File: config.mk
export PLATFORM = sky130hd
export DESIGN_NAME = icache_lookup
export DESIGN_NICKNAME = d
export VERILOG_FILES = /design/src/logic/icache_cfg_pkg.sv /design/src/logic/icache_msg_pkg.sv /design/src/logic/icache_lookup.sv
export SDC_FILE = /design/constraint.sdc
export NUM_CORES = 1
export LEC_CHECK = 0
export CAP_MARGIN = 20
export CORE_AREA = 2 2 290 292
export CTS_CLUSTER_SIZE = 25
export DETAILED_ROUTE_END_ITERATION = 8
export DIE_AREA = 0 0 292 294
export DONT_BUFFER_PORTS = 1
export HOLD_SLACK_MARGIN = 0.15
export SYNTH_ARGS = -nofsm -noshare
export SYNTH_HDL_FRONTEND = slang
export SYNTH_SLANG_ARGS = --single-unit
File: constraint.sdc
create_clock -name clk_i -period 29.7 [get_ports clk_i]
set_input_delay 5.94 -clock clk_i [delete_from_list [all_inputs] [get_ports clk_i]]
set_output_delay 5.94 -clock clk_i [all_outputs]
set_load 0.005 [all_outputs]
File: src/logic/icache_cfg_pkg.sv
//****************************************
// icache geometry constants, fetch and
// physical address layouts, tag entry
//****************************************
package icache_cfg_pkg;

  localparam int ways = 4;
  localparam int sets = 64;
  localparam int words_per_block = 4;
  localparam int word_width = 32;
  localparam int paddr_width = 32;
  localparam int page_offset_width = 12;
  localparam int ptag_width = 20;
  localparam int index_width = 6;
  localparam int word_sel_width = 2;
  localparam int byte_off_width = 2;
  localparam int way_id_width = 2;
  // stored tag also covers the page offset bits above the index
  localparam int tag_width = paddr_width - index_width - word_sel_width - byte_off_width;

  typedef struct packed {
    logic [tag_width-1:0]      vtag;
    logic [index_width-1:0]    index;
    logic [word_sel_width-1:0] word_sel;
    logic [byte_off_width-1:0] byte_off;
  } vaddr_s;

  typedef struct packed {
    logic [tag_width-1:0]      ptag;
    logic [index_width-1:0]    index;
    logic [word_sel_width-1:0] word_sel;
    logic [byte_off_width-1:0] byte_off;
  } paddr_s;

  typedef struct packed {
    logic                 valid;
    logic [tag_width-1:0] tag;
  } tag_entry_s;

endpackage
File: src/logic/icache_msg_pkg.sv
//****************************************
// fetch word, miss request and fill
// packet types with the payload union
//****************************************
package icache_msg_pkg;
  import icache_cfg_pkg::*;

  typedef logic [word_width-1:0] instr_t;

  // block-aligned miss with the way the fill should land in
  typedef struct packed {
    paddr_s                  paddr;
    logic [way_id_width-1:0] repl_way;
  } miss_req_s;

  typedef enum logic [1:0] {
    tag_write      = 2'd0,
    set_invalidate = 2'd1,
    data_write     = 2'd2
  } fill_op_e;

  localparam int fill_pad_width = word_sel_width + word_width - 1 - tag_width;

  typedef struct packed {
    logic [fill_pad_width-1:0] pad;
    logic                      valid;
    logic [tag_width-1:0]      ptag;
  } tag_fill_s;

  typedef struct packed {
    logic [word_sel_width-1:0] word_sel;
    instr_t                    data;
  } data_fill_s;

  // opcode decides which view applies
  typedef union packed {
    tag_fill_s  tag_wr;
    data_fill_s data_wr;
  } fill_payload_u;

  typedef struct packed {
    fill_op_e                opcode;
    logic [way_id_width-1:0] way_id;
    logic [index_width-1:0]  index;
    fill_payload_u           payload;
  } fill_pkt_s;

endpackage

File: src/logic/icache_lookup.sv
//****************************************
// TL and TV pipeline stages, tag compare
// and hit word select
//****************************************
`timescale 1ns/1ps

module icache_lookup
  import icache_cfg_pkg::*;
  import icache_msg_pkg::*;
(
  input  logic                                                 clk_i,
  input  logic                                                 reset_i,
  input  vaddr_s                                               fetch_vaddr_i,
  input  logic                                                 fetch_v_i,
  input  logic                                                 ready_i,
  output logic                                                 rd_en_o,
  output logic [index_width-1:0]                               rd_index_o,
  input  logic [ptag_width-1:0]                                ptag_i,
  input  logic                                                 ptag_v_i,
  input  logic [ways-1:0][tag_width-1:0]                       way_tag_i,
  input  logic [ways-1:0]                                      way_valid_i,
  input  logic [ways-1:0][words_per_block-1:0][word_width-1:0] way_word_i,
  input  logic                                                 hold_i,
  output logic [way_id_width-1:0]                              tv_hit_way_o,
  output logic                                                 tv_hit_o,
  output logic                                                 tv_miss_o,
  output paddr_s                                               tv_paddr_o,
  output logic [index_width-1:0]                               tv_index_o,
  output logic [ways-1:0]                                      tv_way_valid_o,
  output instr_t                                               data_o,
  output logic                                                 data_v_o
);

  logic                                                 tl_v_r;
  vaddr_s                                               vaddr_tl_r;
  paddr_s                                               paddr_tl;
  logic [ways-1:0]                                      hit_tl;
  logic                                                 tv_v_r;
  paddr_s                                               paddr_tv_r;
  logic [ways-1:0]                                      hit_tv_r;
  logic [ways-1:0]                                      valid_tv_r;
  logic [ways-1:0][words_per_block-1:0][word_width-1:0] block_tv_r;

  // acceptance starts the array read
  assign rd_en_o    = fetch_v_i & ready_i;
  assign rd_index_o = fetch_vaddr_i.index;

  always_ff @(posedge clk_i) begin
    if (reset_i) begin
      tl_v_r <= 1'b0;
    end else begin
      tl_v_r <= rd_en_o;
    end
  end

  always_ff @(posedge clk_i) begin
    if (rd_en_o) begin
      vaddr_tl_r <= fetch_vaddr_i;
    end
  end

  // late ptag plus the untranslated page offset
  assign paddr_tl = paddr_s'({ptag_i, vaddr_tl_r[page_offset_width-1:0]});

  for (genvar w = 0; w < ways; w++) begin : g_cmp
    assign hit_tl[w] = way_valid_i[w] & (way_tag_i[w] == paddr_tl.ptag);
  end

  // no ptag means drop, and a pending miss discards the TL item
  always_ff @(posedge clk_i) begin
    if (reset_i) begin
      tv_v_r <= 1'b0;
    end else if (!hold_i) begin
      tv_v_r <= tl_v_r & ptag_v_i & ~tv_miss_o;
    end
  end

  always_ff @(posedge clk_i) begin
    if (!hold_i && tl_v_r && ptag_v_i) begin
      paddr_tv_r <= paddr_tl;
      hit_tv_r   <= hit_tl;
      valid_tv_r <= way_valid_i;
      block_tv_r <= way_word_i;
    end
  end

  assign tv_hit_o  = tv_v_r & (|hit_tv_r);
  assign tv_miss_o = tv_v_r & ~(|hit_tv_r);
  assign data_v_o  = tv_hit_o;

  // lowest hitting way
  always_comb begin
    tv_hit_way_o = '0;
    for (int w = ways - 1; w >= 0; w--) begin
      if (hit_tv_r[w]) begin
        tv_hit_way_o = way_id_width'(w);
      end
    end
  end

  assign data_o         = block_tv_r[tv_hit_way_o][paddr_tv_r.word_sel];
  assign tv_paddr_o     = paddr_tv_r;
  assign tv_index_o     = paddr_tv_r.index;
  assign tv_way_valid_o = valid_tv_r;

endmodule

==> After elaboration in Yosys (flattened, before gate mapping) <==
Cells that the tools add are included.
{ "totals": {"register_bits": 566, "input_bits": 662} }
{ "classes": {"n_reduce_logical": 4, "mux": 8, "order_cmp": 2, "bitwise": 11, "eq_ne": 4} }
{ "op_table": {"columns": ["op", "count"], "rows": [
  ["$bmux 128 s2", 1],
  ["$mux 128", 1],
  ["$eq 22x22->1", 4],
  ["$bmux 32 s2", 1],
  ["$mux 32", 1],
  ["$and 1x1->1", 9],
  ["$mux 2", 4],
  ["$lt 2x3->1 const B", 2],
  ["$reduce_or 4->1", 1],
  ["$logic_and 1x1->1", 2],
  ["$not 1->1", 2],
  ["$logic_not 1->1", 1]
]} }

==> Depth between registers and ports, before layout <==
{ "depth": {"word_depth": 8, "mapped_depth": 8, "ltp_nobuf": 4} }

==> Worst setup path before layout <==
OpenSTA, ideal clock, no wires.
{ "synth_path": {"path_type": "input to register", "from": "input ptag_v_i", "to": "register block_tv_r[0] (netlist name), enable pin", "t_arrival_ns": 29.139, "slack_ns": -0.939, "path_stages": 2, "setup_ns": 1.500, "n_path_buf": 0, "cell_sequence": "nand2_1 -> nor2_1"} }
{ "synth_between": {"elab_chain_cells": 1} }
{ "synth_lines": {"columns": ["item", "line_no", "source"], "rows": [
  ["start, declared", "icache_lookup.sv:19", "input logic ptag_v_i,"],
  ["$logic_and 1x1->1", "icache_lookup.sv:79", "if (!hold_i && tl_v_r && ptag_v_i) begin"],
  ["end signal, assigned", "icache_lookup.sv:83", "block_tv_r <= way_word_i;"],
  ["end, declared", "icache_lookup.sv:42", "logic [ways-1:0][words_per_block-1:0][word_width-1:0] block_tv_r;"]
]} }
Every way passes these cells.
A chain may end at the register's enable or synchronous reset.

==> Worst setup path after layout <==
{ "layout_path": {"from": "input fetch_v_i", "to": "output rd_en_o"} }
{ "layout_between": {"elab_chain_cells": 1} }
{ "layout_lines": {"columns": ["item", "line_no", "source"], "rows": [
  ["start, declared", "icache_lookup.sv:14", "input logic fetch_v_i,"],
  ["$and 1x1->1", "icache_lookup.sv:45", "assign rd_en_o = fetch_v_i & ready_i;"],
  ["end, declared", "icache_lookup.sv:16", "output logic rd_en_o,"]
]} }
Every way passes these cells.

==> impl_metrics.json <==
{
  "clock_latency_ps": 650,
  "ir_drop_mv": 0.04926,
  "ios": 748,
  "die_area_um2": 85850,
  "grt_use_total": 0.1681,
  "synth-edff-count": 564,
  "dieHeight_um": 294,
  "finalSetupViolCount": 0,
  "synth.most_common_cell": "edfxtp_1",
  "ys_ff_latch": 566,
  "final_nets": 2025,
  "synth-main-ff-cell": "edfxtp_1",
  "holdBufCountCts": 0,
  "power_frac_clock": 0.451,
  "synth_nets": 2041,
  "syn2layout_area_growth_pct": 13.81,
  "grt_pass1_wl_um": 101800,
  "fin_setup_tns_ps": 0,
  "critPathLaunchType": "primary input",
  "synth_area_leaders": "edfxtp_1 74%, a22o_1 3.7%, a21o_1 2.7%, a221oi_1 2.5%, xor2_1 2.3%",
  "cp_top_family": "simple AND/OR/NAND/NOR gates",
  "crit_path_cell_trace": "and2_1",
  "yosys.area.top_type": "edfxtp_1",
  "slowest_stage": "and2_1",
  "power_frac_seq": 0.536,
  "yosysSeqAreaShare": 0.7463,
  "routedWlPerCell_um": 30.17,
  "max_freq_ghz": 0.08046,
  "hpwl_um": 53700,
  "period_needed_ps": 12430,
  "fin_crit_sh": 0.4185,
  "syn_inst": 1379,
  "final_max_slew_viol_count": 0,
  "maxCapViolations": 0,
  "gp_congestion": 0.9846,
  "finalHoldViolCount": 0,
  "syn_area_um2": 22750,
  "drc": 0,
  "post_cts_buffers": 0,
  "grt_pass1_vias": 13081,
  "portBuffers": 0,
  "synth_top_area_frac": 0.7446,
  "p_sw_mw": 0.3345,
  "required_ps": 23760,
  "hold_ws_ps": 425.7,
  "fin_skew_ps": 20.86,
  "max_stage_delay_ps": 550,
  "start_util": 0.2744,
  "vias": 13192,
  "syn_area_per_cell_um2": 16.50,
  "synthTopCellsByCount": "564 x edfxtp_1, 96 x a22o_1, 81 x a21o_1",
  "rows": 106,
  "tightest_slew_ps": 1192,
  "drt-initial-drc-count": 1244,
  "cts_buffers": 60,
  "drive_above_1_share": 0.1297,
  "rrSetupSlack_ps": 24880,
  "cts.path.max_buffers": 3,
  "overflow": 0,
  "cts_resized": 0,
  "htree_levels": 2,
  "root_buffer": "clkbuf_16",
  "endpoint_kind": "output pin",
  "p_int_mw": 1.332,
  "dr.pass1.iters": 5,
  "swShare": 0.2007,
  "yosysUniqueCellTypes": 34,
  "p_comb_frac": 0.012,
  "arrival_ps": 6490,
  "cts_num_sinks": 566,
  "synth_async_sr_flop_share": 0,
  "critical_path_class": "primary input to output pin",
  "clk_pin_slew_ps": 60,
  "grt_max_degree": 172,
  "coreArea_um2": 82890,
  "die_width_um": 292,
  "p_leak_nw": 8.229,
  "tritoncts": "yes",
  "yosysWarnings": 0,
  "crit_path_max_fanout": 14,
  "antenna_found_initial": 26,
  "rsz0062_at_grt": "no",
  "routed_wl_um": 75840,
  "status": "finished, final reports clean",
  "hp-class": "register to register",
  "antenna_left": 0,
  "slew_headroom": 0.2055,
  "power_density_nw_per_um2": 64.38,
  "crit_buf_inv": 0,
  "viasPerCell": 5.247
}
logic make-up (layout without fill, tap and decap cells):
group,Yosys count,count (layout),share of synthesized area
AND/OR/NAND/NOR,130,130,0.03119
buffers and inverters,162,194,0.03223
flip-flops,566,566,0.7463
other,0,23,0
AO/OA/AOI/OAI,433,433,0.1564
XOR/XNOR,88,88,0.03388
placed cells by master (no fill, tap or decap), types with 17 or more instances in the layout:
cell,synthesis,routed
edfxtp_1,564,564
a22o_1,96,96
a21o_1,81,81
o21ai_0,79,79
a221oi_1,64,64
xor2_1,60,60
clkbuf_16,0,60
nand2_1,50,50
inv_1,49,48
buf_4,15,34
a221oi_2,32,32
nand3b_1,32,32
o32ai_1,32,32
xnor2_1,28,28
diode_2,0,23
a41o_1,17,17
area by class of cell:
class | instances | area, µm²
Sequential cell | 566 | 16980
Timing Repair Buffer | 35 | 275.3
Clock buffer | 71 | 1543
Clock inverter | 39 | 427.9
Antenna cell | 23 | 57.56
Tap cell | 1080 | 1351
Inverter | 49 | 183.9
Fill cell | 8040 | 57000
Multi-Input combinational cell | 651 | 5072
metrics by stage:
step	power (mW)	worst slack, ps	cells	area [µm²]	util
5_1_grt	1.712	17230	2505	25860	0.3120
4_1_cts	1.683	17270	2491	25830	0.3116
3_3_place_gp	0.9303	17310	2381	23860	0.2878
6_report	1.667	17270	2514	25890	0.3123
2_1_floorplan	0.9299	8796	1379	22750	-
3_5_place_dp	0.9309	17280	2381	23860	0.2878
registers in the layout, summed over array words and instances (netlist names):
name,count
tv_v_r,1
block_tv_r,512
tl_v_r,1
paddr_tl,12
hit_tv_r,4
tv_paddr_o,26
tv_index_o,6
tv_way_valid_o,4
final timing paths:
kind                     from         endpoint  cells after the start
setup / recovery    fetch_v_i          rd_en_o                      1
hold / removal    paddr_tl[0]    tv_paddr_o[0]                      0
setup reg to reg       tl_v_r  block_tv_r[369]                      6
hold reg to reg   paddr_tl[0]    tv_paddr_o[0]                      0
power groups by stage:
stage / clock [mW] / sequential (mW) / combinational (mW)
floorplan: 0 / 0.914 / 0.0157
global placement: 0 / 0.910 / 0.0199
detailed placement: 0 / 0.911 / 0.0202
CTS: 0.769 / 0.894 / 0.0204
global route: 0.795 / 0.894 / 0.0224
finish: 0.752 / 0.894 / 0.0205
worst register-to-register path, delay by kind of cell (launching register included):
kind / cells / cell delay, ps
flops: 1 / 310
buf+inv: 4 / 3620
simple gates: 2 / 460
routing by layer:
metal / up-vias / share of wire / global-route usage
met5: - / 0.00075 / 0
met4: 10 / 0.028 / 0.05343
met3: 129 / 0.11 / 0.06767
met2: 792 / 0.48 / 0.2708
met1: 6725 / 0.39 / 0.2055
li1: 5536 / - / -
Power figures use the tool's default switching activity.
