<file path="config.mk">
export PLATFORM = sky130hd
export DESIGN_NAME = icache_miss_ctrl
export DESIGN_NICKNAME = d
export VERILOG_FILES = /design/src/logic/icache_cfg_pkg.sv /design/src/logic/icache_msg_pkg.sv /design/src/logic/icache_miss_ctrl.sv
export SDC_FILE = /design/constraint.sdc
export NUM_CORES = 1
export LEC_CHECK = 0
export BUFFER_PORTS_ARGS = -buffer_cell sky130_fd_sc_hd__buf_4
export CORE_MARGIN = 10
export CORE_UTILIZATION = 27
export CTS_BUF_LIST = sky130_fd_sc_hd__clkbuf_4 sky130_fd_sc_hd__clkbuf_8
export CTS_CLUSTER_DIAMETER = 200
export DETAILED_ROUTE_END_ITERATION = 10
export GPL_TIMING_DRIVEN = 0
export PLACE_DENSITY_LB_ADDON = 0.08
export SETUP_SLACK_MARGIN = 0.1
export SLEW_MARGIN = 20
export SYNTH_ARGS = -nofsm -noshare
export SYNTH_HDL_FRONTEND = slang
export SYNTH_SLANG_ARGS = --single-unit
</file>
<file path="constraint.sdc">
create_clock -name clk_i -period 2 [get_ports clk_i]
set_input_delay 0.2 -clock clk_i [delete_from_list [all_inputs] [get_ports clk_i]]
set_output_delay 0.2 -clock clk_i [all_outputs]
set_load 0.005 [all_outputs]
</file>
<file path="src/logic/icache_cfg_pkg.sv">
//****************************************
// icache geometry constants, fetch and
// physical address layouts, tag entry
//****************************************
package icache_cfg_pkg;

  localparam int ways = 4;
  localparam int sets = 64;
  localparam int words_per_block = 4;
  localparam int word_width = 32;
  localparam int paddr_width = 32;
  localparam int page_offset_width = 12;
  localparam int ptag_width = 20;
  localparam int index_width = 6;
  localparam int word_sel_width = 2;
  localparam int byte_off_width = 2;
  localparam int way_id_width = 2;
  // stored tag also covers the page offset bits above the index
  localparam int tag_width = paddr_width - index_width - word_sel_width - byte_off_width;

  typedef struct packed {
    logic [tag_width-1:0]      vtag;
    logic [index_width-1:0]    index;
    logic [word_sel_width-1:0] word_sel;
    logic [byte_off_width-1:0] byte_off;
  } vaddr_s;

  typedef struct packed {
    logic [tag_width-1:0]      ptag;
    logic [index_width-1:0]    index;
    logic [word_sel_width-1:0] word_sel;
    logic [byte_off_width-1:0] byte_off;
  } paddr_s;

  typedef struct packed {
    logic                 valid;
    logic [tag_width-1:0] tag;
  } tag_entry_s;

endpackage
</file>
<file path="src/logic/icache_msg_pkg.sv">
//****************************************
// fetch word, miss request and fill
// packet types with the payload union
//****************************************
package icache_msg_pkg;
  import icache_cfg_pkg::*;

  typedef logic [word_width-1:0] instr_t;

  // block-aligned miss with the way the fill should land in
  typedef struct packed {
    paddr_s                  paddr;
    logic [way_id_width-1:0] repl_way;
  } miss_req_s;

  typedef enum logic [1:0] {
    tag_write      = 2'd0,
    set_invalidate = 2'd1,
    data_write     = 2'd2
  } fill_op_e;

  localparam int fill_pad_width = word_sel_width + word_width - 1 - tag_width;

  typedef struct packed {
    logic [fill_pad_width-1:0] pad;
    logic                      valid;
    logic [tag_width-1:0]      ptag;
  } tag_fill_s;

  typedef struct packed {
    logic [word_sel_width-1:0] word_sel;
    instr_t                    data;
  } data_fill_s;

  // opcode decides which view applies
  typedef union packed {
    tag_fill_s  tag_wr;
    data_fill_s data_wr;
  } fill_payload_u;

  typedef struct packed {
    fill_op_e                opcode;
    logic [way_id_width-1:0] way_id;
    logic [index_width-1:0]  index;
    fill_payload_u           payload;
  } fill_pkt_s;

endpackage

</file>
<file path="src/logic/icache_miss_ctrl.sv">
//****************************************
// miss request build and ready tracker
//****************************************
`timescale 1ns/1ps

module icache_miss_ctrl
  import icache_cfg_pkg::*;
  import icache_msg_pkg::*;
(
  input  logic                    clk_i,
  input  logic                    reset_i,
  input  logic                    init_done_i,
  input  logic                    tv_miss_i,
  input  paddr_s                  tv_paddr_i,
  input  logic [way_id_width-1:0] repl_way_i,
  input  logic                    miss_req_ready_i,
  input  logic                    miss_done_i,
  output miss_req_s               miss_req_o,
  output logic                    miss_req_v_o,
  output logic                    ready_o,
  output logic                    hold_o
);

  typedef enum logic [1:0] {
    st_init,
    st_ready,
    st_wait_fill
  } state_e;

  state_e state_r;
  state_e state_n;

  // request only goes out in a cycle the engine can take it
  assign miss_req_v_o = (state_r == st_ready) & tv_miss_i & miss_req_ready_i;

  always_comb begin
    miss_req_o                = '0;
    miss_req_o.paddr          = tv_paddr_i;
    miss_req_o.paddr.word_sel = '0;
    miss_req_o.paddr.byte_off = '0;
    miss_req_o.repl_way       = repl_way_i;
  end

  assign ready_o = (state_r == st_ready) & ~tv_miss_i & miss_req_ready_i;
  assign hold_o  = (tv_miss_i & ~miss_req_v_o) | (state_r == st_wait_fill);

  always_comb begin
    state_n = state_r;
    case (state_r)
      st_init:      state_n = init_done_i ? st_ready : st_init;
      st_ready:     state_n = miss_req_v_o ? st_wait_fill : st_ready;
      st_wait_fill: state_n = miss_done_i ? st_ready : st_wait_fill;
      default:      state_n = st_init;
    endcase
  end

  always_ff @(posedge clk_i) begin
    if (reset_i) begin
      state_r <= st_init;
    end else begin
      state_r <= state_n;
    end
  end

endmodule

</file>
-- Yosys cells after proc, flatten, opt, wreduce, memory -nomap -nowiden
Cells that the tools add are included.
- reductions and logical operators: 1
- magnitude comparators: 0
- equality and inequality tests: 2
- add/sub/neg operators: 0
- shift operators: 0
- div/mod/pow operators: 0
- multiplexer cells: 4
- multiply operators: 0
- bitwise gates (word level): 8
- operator list (cell ; count):
    case mux 2 bit (3 select lines) ; 1
    AND 1 bit ; 5
    2-to-1 mux 2 bit ; 2
    == test 2 x 1 -> 1 bit, second input constant ; 1
    == test 2 bit, second input constant ; 1
    logical NOT 2 bit ; 1
    NOT 1 bit ; 2
    2-to-1 mux 1 bit ; 1
    OR 1 bit ; 1
- memories kept: 0
- input bits: 40
- bits in writable memories: 0
- bits in read-only memories: 0
- bits in latches: 0
- word-level logic and storage cells: 16
- register bits: 2

-- Longest topological paths before layout
Gate-level depths: netlist (run 1).
- depth after elaboration: 6
- depth in mapped cells: 3
- mapped depth without buffers: 3

-- Least setup slack after synthesis (run 1)
OpenSTA, ideal clock, no wires.
- kind: reg-to-reg
- start point: register state_r[1]
- end point: register state_r[0]
- setup slack: 1.048 ns
- setup time: 0.114 ns
- path buffers: 0
- arrival time: 0.837 ns
- cell stages (with the launch flop): 4
- path through: dfxtp_1 mux2_1 mux2i_1 nor2_1
- longest elaborated chain between the ends: 5
- elaborated cells on any way between the ends: 7
- classes of those cells: 2 x eq/ne; 2 x mux; 2 x bitwise; 1 x reduce/logical
- RTL lines (what ; RTL line ; source):
    start: declaration ; icache_miss_ctrl.sv:30 ; state_e state_r;
    start signal: assignment ; icache_miss_ctrl.sv:59 ; state_r <= st_init;
    start signal: assignment ; icache_miss_ctrl.sv:61 ; state_r <= state_n;
    == test 2 x 1 -> 1 bit ; icache_miss_ctrl.sv:34, icache_miss_ctrl.sv:49 ;
    AND 1 bit (2 in series) ; icache_miss_ctrl.sv:34 ; assign miss_req_v_o = (state_r == st_ready) & tv_miss_i & miss_req_ready_i;
    2-to-1 mux 2 bit ; icache_miss_ctrl.sv:51 ; st_ready: state_n = miss_req_v_o ? st_wait_fill : st_ready;
    case mux 2 bit (3 select lines) (*) ; icache_miss_ctrl.sv:49 ; case (state_r)
Mark *: on every way between the ends. The rest lies on a longest branch, timed or not.
A chain may end at the register's enable or synchronous reset.

-- Final worst setup path (run 1)
- start point: register state_r[1]
- end point: output port hold_o
- longest elaborated chain between the ends: 6
- elaborated cells on any way between the ends: 7
- classes of those cells: 2 x eq/ne; 5 x bitwise
- RTL lines (what ; RTL line ; source):
    == test 2 x 1 -> 1 bit ; icache_miss_ctrl.sv:34 ;
    AND 1 bit (2 in series) ; icache_miss_ctrl.sv:34 ;
    NOT 1 bit ; icache_miss_ctrl.sv:45 ; assign hold_o = (tv_miss_i & ~miss_req_v_o) | (state_r == st_wait_fill);
    AND 1 bit ; icache_miss_ctrl.sv:45 ;
    OR 1 bit (*) ; icache_miss_ctrl.sv:45 ;
    end: declaration ; icache_miss_ctrl.sv:21 ; output logic hold_o
Marked as above.

==> metrics.txt, run 1 <==
# TYPE chip_impl_metric gauge
chip_impl_info{name="result_of_the_run",value="finished, final reports clean"} 1
chip_impl_info{name="synthDominantAreaCellType",value="sky130_fd_sc_hd__buf_4"} 1
chip_impl_info{name="r2r-end",value="state_r[0]"} 1
chip_impl_metric{name="post_cts_resize_count",unit=""} 0
chip_impl_metric{name="ff2ff_path_depth",unit=""} 3
chip_impl_metric{name="groute.layer.met2.usage",unit="%"} 12.7
chip_impl_metric{name="vias_per_cell",unit=""} 3.81
chip_impl_metric{name="area_growth_syn_to_fin",unit="%"} 88.8
chip_impl_info{name="grt_most_used_layer",value="met2"} 1
chip_impl_metric{name="place.port_buffers",unit=""} 38
chip_impl_info{name="tritoncts",value="yes"} 1
chip_impl_metric{name="gp_congestion",unit=""} 0.588
chip_impl_metric{name="drt_first_pass_iters",unit=""} 2
chip_impl_info{name="cp_slowest_cell",value="sky130_fd_sc_hd__dfxtp_1"} 1
chip_impl_metric{name="postRouteWirelength",unit="um"} 1470
chip_impl_info{name="cp-start-kind",value="register"} 1
chip_impl_metric{name="groute.usage.overall",unit="%"} 8.20
chip_impl_metric{name="path_depth",unit=""} 4
chip_impl_metric{name="grt_pass1_vias",unit=""} 474
chip_impl_metric{name="r2r_slack",unit="ns"} 0.99
chip_impl_metric{name="vias",unit=""} 419
chip_impl_metric{name="final_hold_viol_count",unit=""} 0
chip_impl_info{name="cts_root_buf",value="sky130_fd_sc_hd__clkbuf_4"} 1
chip_impl_metric{name="post-layout-total-power",unit="uW"} 266
chip_impl_metric{name="cts_inserted_buffers",unit=""} 3
chip_impl_info{name="cp_cell_sequence",value="nor2b_1 -> nand2b_1 -> a21oi_1 -> buf_4"} 1
chip_impl_info{name="yosysMostFrequentCell",value="sky130_fd_sc_hd__buf_4"} 1
chip_impl_metric{name="min_period_over_period",unit="%"} 65.8
chip_impl_metric{name="final_layout_size_suffix_gt1_share",unit="%"} 78.9
chip_impl_metric{name="gr-total-overflow",unit=""} 0
chip_impl_metric{name="floorplan.die.width",unit="um"} 57.5
chip_impl_metric{name="worst_path_buf_inv",unit=""} 1
chip_impl_metric{name="clock_tree.htree_level_count",unit=""} 1
chip_impl_metric{name="synth.cell_area",unit="sq um"} 380
chip_impl_metric{name="final.hold.worst_slack",unit="ns"} 0.138
chip_impl_metric{name="drt_iter0_drc",unit=""} 5
chip_impl_info{name="min-delay-path-class",value="in2reg"} 1
chip_impl_metric{name="maximum_clock_skew_at_final_layout",unit="ns"} 0.00260
chip_impl_metric{name="yosysUniqueCellTypes",unit=""} 12
chip_impl_metric{name="postRouteAntennaNets",unit=""} 0
chip_impl_info{name="max_flop_register",value="state_r"} 1
chip_impl_metric{name="vdd.ir_drop.worst",unit="V"} 0.000239
chip_impl_info{name="rsz0062_at_grt",value="false"} 1
chip_impl_info{name="endpoint_kind",value="output port"} 1
chip_impl_metric{name="final-max-slew-violation-count",unit=""} 0
chip_impl_metric{name="floorplan.initialDensity",unit="%"} 28.9
chip_impl_metric{name="post_synth_inst_count",unit=""} 51
chip_impl_metric{name="critical_path_required",unit="ns"} 1.80
chip_impl_metric{name="post_synth.cell_area_avg",unit="sq um"} 7.46
chip_impl_metric{name="timing.final.crit_period",unit="ns"} 1.32
chip_impl_metric{name="fmax",unit="MHz"} 759
chip_impl_metric{name="yosys.area.top_type_share",unit="%"} 67.1
chip_impl_metric{name="fin_nets",unit=""} 137
chip_impl_info{name="synth-main-ff-cell",value="sky130_fd_sc_hd__dfxtp_1"} 1
chip_impl_metric{name="yosys_register_bits",unit=""} 2
chip_impl_info{name="critical-path-top-delay-family",value="flip-flops"} 1
chip_impl_metric{name="largest_register_ff_count",unit=""} 2
chip_impl_metric{name="ys_warn_count",unit=""} 0
chip_impl_info{name="worstReg2RegStart",value="state_r[1]"} 1
chip_impl_info{name="yosys-top-cells-area",value="sky130_fd_sc_hd__buf_4 (67%), sky130_fd_sc_hd__dfxtp_1 (11%), sky130_fd_sc_hd__nor2_1 (4.9%)"} 1
chip_impl_metric{name="crit_path_max_incr_delay",unit="ns"} 0.38
chip_impl_metric{name="clkSinkCount",unit=""} 2
chip_impl_metric{name="power_leakage",unit="nW"} 0.427
chip_impl_metric{name="drc",unit=""} 0
chip_impl_metric{name="worst-endpoint-arrival",unit="ns"} 1.12
chip_impl_metric{name="synth_sequential_area_ratio",unit="%"} 10.5
chip_impl_info{name="crit_start",value="state_r[1]"} 1
chip_impl_metric{name="grt_start_max_net_pins",unit=""} 7
chip_impl_metric{name="report.final.setup_viol",unit=""} 0
chip_impl_info{name="top_regs",value="state_r x2"} 1
chip_impl_metric{name="worst_setup_hold_path_clk_slew",unit="ns"} 0.03
chip_impl_metric{name="ioPinCount",unit=""} 77
chip_impl_info{name="category_of_the_critical_setup_timing_path",value="reg2out"} 1
chip_impl_metric{name="powerDensity",unit="nW/um^2"} 371
chip_impl_metric{name="crit_path_max_fanout",unit=""} 5
chip_impl_metric{name="async_flop_share",unit="%"} 0
chip_impl_metric{name="core_area",unit="sq um"} 1320
chip_impl_metric{name="vertical_die_dimension",unit="um"} 57.5
chip_impl_metric{name="met1_usage",unit="%"} 6.86
chip_impl_metric{name="cts.path.max_buffers",unit=""} 2
chip_impl_metric{name="grt_pass1_wl",unit="um"} 2190
chip_impl_metric{name="synth_enable_flop_cells",unit=""} 0
chip_impl_metric{name="routedWlPerCell",unit="um"} 13.4
chip_impl_metric{name="gr-usage-met3",unit="%"} 9.29
chip_impl_info{name="post_synth_most_frequent_cells",value="sky130_fd_sc_hd__buf_4 (34), sky130_fd_sc_hd__nor2_1 (5), sky130_fd_sc_hd__a21oi_1 (2), sky130_fd_sc_hd__dfxtp_1 (2)"} 1
chip_impl_metric{name="max_cap_violations",unit=""} 0
chip_impl_metric{name="placementRows",unit=""} 13
chip_impl_info{name="crit_end",value="hold_o"} 1
chip_impl_metric{name="setup_tns",unit="ns"} 0
chip_impl_metric{name="cts_post_setup_buffers_inserted",unit=""} 0
chip_impl_metric{name="initial_antenna_violation_count",unit=""} 0
chip_impl_metric{name="antenna-diode-count",unit=""} 0
chip_impl_metric{name="fp.dieArea",unit="sq um"} 3310
chip_impl_metric{name="clkLatencyLatePin",unit="ns"} 0.22
chip_impl_metric{name="cts.hold.buffers_added",unit=""} 0
worst reg2reg max path: cells and delay by family, from the launching register on:
family | cells | cell delay [ns]
muxes | 2 | 0.46
and+or+nand+nor | 1 | 0.05
DFF | 1 | 0.38
cells by family (layout without fill, tap and decap cells):
kind of cell / count (synthesis) / count (layout) / share of synthesized area, %
flops: 2 / 2 / 10.5
buf+inv: 34 / 75 / 67.1
compound gates: 3 / 3 / 4.93
mux: 2 / 2 / 5.59
other cells: 1 / 4 / 0.986
simple gates: 9 / 9 / 10.9
where the power goes:
part	switching [mW]	leakage, nW	internal (mW)	total (mW)
Combinational	0.0365	0.397	0.0937	0.130
Sequential	0.00350	0.0165	0.0426	0.0461
Clock	0.0236	0.0138	0.0663	0.0898
Total	0.0635	0.427	0.203	0.266
metal layers:
| metal | share of wire, % | wire length (um) |
|---|---|---|
| met1 | 29 | 430 |
| met2 | 48 | 712 |
| met3 | 22 | 326 |
| met4 | 0 | 0 |
| met5 | 0 | 0 |
stage by stage:
| stage | cell area [sq um] | setup slack (ns) | util [%] | std cells |
|---|---|---|---|---|
| finish | 718 | 0.683 | 54.5 | 110 |
| global route | 718 | 0.522 | 54.5 | 110 |
| CTS | 718 | 0.663 | 54.5 | 110 |
| detailed placement | 696 | 0.907 | 52.8 | 107 |
| global placement | 696 | 0.915 | 52.8 | 107 |
| floorplan | 392 | 1.05 | - | 54 |
how the worst min path moves through the flow:
| stage | startpoint | slack [ns] | endpoint | cells past startpoint |
|---|---|---|---|---|
| 6_report | reset_i | 0.14 | state_r[1] | 2 |
| 3_5_place_dp | reset_i | 0.37 | state_r[1] | 2 |
| 4_1_cts | reset_i | 0.13 | state_r[1] | 2 |
| 3_3_place_gp | reset_i | 0.37 | state_r[1] | 2 |
| 5_1_grt | reset_i | 0.14 | state_r[0] | 2 |
| 2_1_floorplan | reset_i | 0.27 | state_r[0] | 1 |
cells in the final DEF (no fill, tap or decap), drive strengths merged:
cell	count
nor2b	1
a21oi	2
conb	4
nand2	1
mux2i	1
a32oi	1
buf	72
dfxtp	2
nand2b	1
and3	1
nor2	5
mux2	1
clkbuf	3
layout make-up:
| type | instances | area, sq um |
|---|---|---|
| fillers | 143 | 599 |
| repair buffers | 38 | 285 |
| plain buffers | 34 | 255 |
| multi-input cells | 18 | 96.3 |
| flip-flops and latches | 2 | 40.0 |
| clock buffers | 3 | 22.5 |
| well taps | 15 | 18.8 |
No activity file was read; power rests on OpenSTA's default activity.
==> run 2, diff against run 1 <==
- CORE_UTILIZATION: 27 -> 25
- clock period: 2 -> 1.3 ns (I/O delays scaled with it)
==> run 2 against run 1 <==
Net effect:
- flip-flop and latch count is the same
- worst setup slack lost 0.52 ns
- non-clock buffer count is the same
- utilization shrank 4.1 points
- first-iteration DRC count grew 20%
- combinational power grew 59%
- register-to-register slack lost 0.68 ns
- sequential share of layout area grew 0.33 points
- design area grew 3.3%
- clock power grew 51%
- largest cell class unchanged
- largest power group unchanged
==> metrics.txt, run 2 (same netlist as run 1, synthesis figures left out) <==
# TYPE chip_impl_metric gauge
chip_impl_metric{name="crit_path_max_fanout",unit=""} 5
chip_impl_metric{name="placementRows",unit=""} 14
chip_impl_info{name="cp-start-kind",value="register"} 1
chip_impl_info{name="rsz0062_at_grt",value="true"} 1
chip_impl_metric{name="r2r_slack",unit="ns"} 0.31
chip_impl_metric{name="worst_setup_hold_path_clk_slew",unit="ns"} 0.03
chip_impl_metric{name="max_cap_violations",unit=""} 0
chip_impl_metric{name="cts_post_setup_buffers_inserted",unit=""} 0
chip_impl_info{name="endpoint_kind",value="output port"} 1
chip_impl_metric{name="report.final.setup_viol",unit=""} 0
chip_impl_info{name="r2r-end",value="state_r[0]"} 1
chip_impl_metric{name="area_growth_syn_to_fin",unit="%"} 95.1
chip_impl_metric{name="ioPinCount",unit=""} 77
chip_impl_metric{name="vertical_die_dimension",unit="um"} 59.0
chip_impl_metric{name="routedWlPerCell",unit="um"} 13.3
chip_impl_info{name="tritoncts",value="yes"} 1
chip_impl_metric{name="grt_start_max_net_pins",unit=""} 7
chip_impl_metric{name="setup_tns",unit="ns"} 0
chip_impl_metric{name="powerDensity",unit="nW/um^2"} 556
chip_impl_info{name="crit_end",value="hold_o"} 1
chip_impl_metric{name="power_leakage",unit="nW"} 0.439
chip_impl_metric{name="clock_tree.htree_level_count",unit=""} 1
chip_impl_metric{name="postRouteWirelength",unit="um"} 1480
chip_impl_info{name="max_flop_register",value="state_r"} 1
chip_impl_metric{name="final_hold_viol_count",unit=""} 0
chip_impl_metric{name="cts.hold.buffers_added",unit=""} 0
chip_impl_metric{name="grt_pass1_vias",unit=""} 446
chip_impl_metric{name="stdcell_area",unit="sq um"} 742
chip_impl_metric{name="core_area",unit="sq um"} 1470
chip_impl_metric{name="timing.final.crit_period",unit="ns"} 1.14
chip_impl_metric{name="final.hold.worst_slack",unit="ns"} 0.0629
chip_impl_metric{name="cts_inserted_buffers",unit=""} 3
chip_impl_metric{name="ff2ff_path_depth",unit=""} 3
chip_impl_metric{name="fp.dieArea",unit="sq um"} 3480
chip_impl_metric{name="placedCellCount",unit=""} 108
chip_impl_metric{name="floorplan.die.width",unit="um"} 59.0
chip_impl_info{name="worstReg2RegStart",value="state_r[1]"} 1
chip_impl_metric{name="vdd.ir_drop.worst",unit="V"} 0.000336
chip_impl_metric{name="vias",unit=""} 428
chip_impl_metric{name="initial_antenna_violation_count",unit=""} 0
chip_impl_info{name="min-delay-path-class",value="in2reg"} 1
chip_impl_metric{name="postRouteAntennaNets",unit=""} 0
chip_impl_metric{name="final_layout_size_suffix_gt1_share",unit="%"} 83.2
chip_impl_info{name="crit_start",value="state_r[1]"} 1
chip_impl_metric{name="final-max-slew-violation-count",unit=""} 0
chip_impl_info{name="mostFrequentLayoutCell",value="sky130_fd_sc_hd__buf_4"} 1
chip_impl_info{name="top_regs",value="state_r x2"} 1
chip_impl_metric{name="groute.usage.overall",unit="%"} 7.81
chip_impl_metric{name="maximum_clock_skew_at_final_layout",unit="ns"} 0.00238
chip_impl_info{name="cts_root_buf",value="sky130_fd_sc_hd__clkbuf_4"} 1
chip_impl_metric{name="layout.cells.non_filler",unit=""} 111
chip_impl_metric{name="drc",unit=""} 0
chip_impl_metric{name="drt_iter0_drc",unit=""} 6
chip_impl_info{name="category_of_the_critical_setup_timing_path",value="reg2out"} 1
chip_impl_metric{name="critical_path_required",unit="ns"} 1.17
chip_impl_metric{name="grt_pass1_wl",unit="um"} 2170
chip_impl_metric{name="fill_cells",unit=""} 158
chip_impl_metric{name="fmax",unit="MHz"} 876
chip_impl_metric{name="cts.path.max_buffers",unit=""} 2
chip_impl_metric{name="worst-endpoint-arrival",unit="ns"} 1.01
chip_impl_metric{name="drt_first_pass_iters",unit=""} 2
chip_impl_metric{name="antenna-diode-count",unit=""} 0
chip_impl_metric{name="floorplan.initialDensity",unit="%"} 25.9
chip_impl_metric{name="min_period_over_period",unit="%"} 87.8
chip_impl_metric{name="clkLatencyLatePin",unit="ns"} 0.22
chip_impl_metric{name="post-layout-total-power",unit="uW"} 412
chip_impl_metric{name="vias_per_cell",unit=""} 3.86
chip_impl_metric{name="fin_nets",unit=""} 137
chip_impl_metric{name="gp_congestion",unit=""} 0.610
chip_impl_info{name="result_of_the_run",value="finished, final reports clean"} 1
chip_impl_metric{name="gr-total-overflow",unit=""} 0
chip_impl_metric{name="postPlaceCellArea",unit="sq um"} 697
chip_impl_metric{name="place.port_buffers",unit=""} 38
chip_impl_info{name="most-common-layout-cells",value="sky130_fd_sc_hd__buf_4 (72), sky130_fd_sc_hd__nor2_1 (5), sky130_fd_sc_hd__conb_1 (4)"} 1
chip_impl_metric{name="clkSinkCount",unit=""} 2
chip_impl_metric{name="largest_register_ff_count",unit=""} 2
[run 2: cell counts in the layout (fill, tap and decap cells not counted)]
No cell type changed its count.
[run 2: through the flow]
stage	util, %	worst slack [ns]
floorplan	-	0.348
global route	50.4	0.100
finish	50.4	0.159
detailed placement	47.4	0.274
global placement	47.4	0.281
CTS	49.1	0.113
[run 2: critical path, cell delays in order, from the launching register on]
cell,delay (ns)
sky130_fd_sc_hd__dfxtp_4,0.35
sky130_fd_sc_hd__nor2b_4,0.13
sky130_fd_sc_hd__nand2b_4,0.13
sky130_fd_sc_hd__a21oi_2,0.04
sky130_fd_sc_hd__buf_4,0.13
[run 2: where the power goes]
group | total, mW | switching (mW) | internal [mW]
clock | 0.136 | 0.0339 | 0.102
combinational | 0.207 | 0.0579 | 0.149
sequential | 0.0702 | 0.00609 | 0.0641
[run 2: area by class of cell]
class	count	area, sq um	area share, %
timing repair buffer	38	285	38.4
sequential	2	43.8	5.90
multi-input combinational	18	115	15.5
tap	16	20.0	2.70
buffer	34	255	34.4
clock buffer	3	22.5	3.04
[run 2: how the worst min path moves through the flow]
stage	end	start	depth (start not counted)
3_5_place_dp	state_r[0]	reset_i	2
6_report	state_r[1]	reset_i	2
5_1_grt	state_r[1]	reset_i	2
4_1_cts	state_r[1]	reset_i	2
3_3_place_gp	state_r[1]	reset_i	2
2_1_floorplan	state_r[0]	reset_i	1
[run 2: routing by layer]
metal / track usage (%) / wire [um] / up-vias
li1: - / - / 211
met1: 6.27 / 412 / 177
met2: 12.6 / 724 / 40
met3: 8.58 / 340 / 0
met4: 1.97 / 0 / 0
met5: 0 / 0 / -
[run 2: what timing repair did]
item                       4_1_cts  5_1_grt
pin swaps                        0        1
hold endpoints to repair         0        0
resized for setup                2        4
setup endpoints to repair        2        2
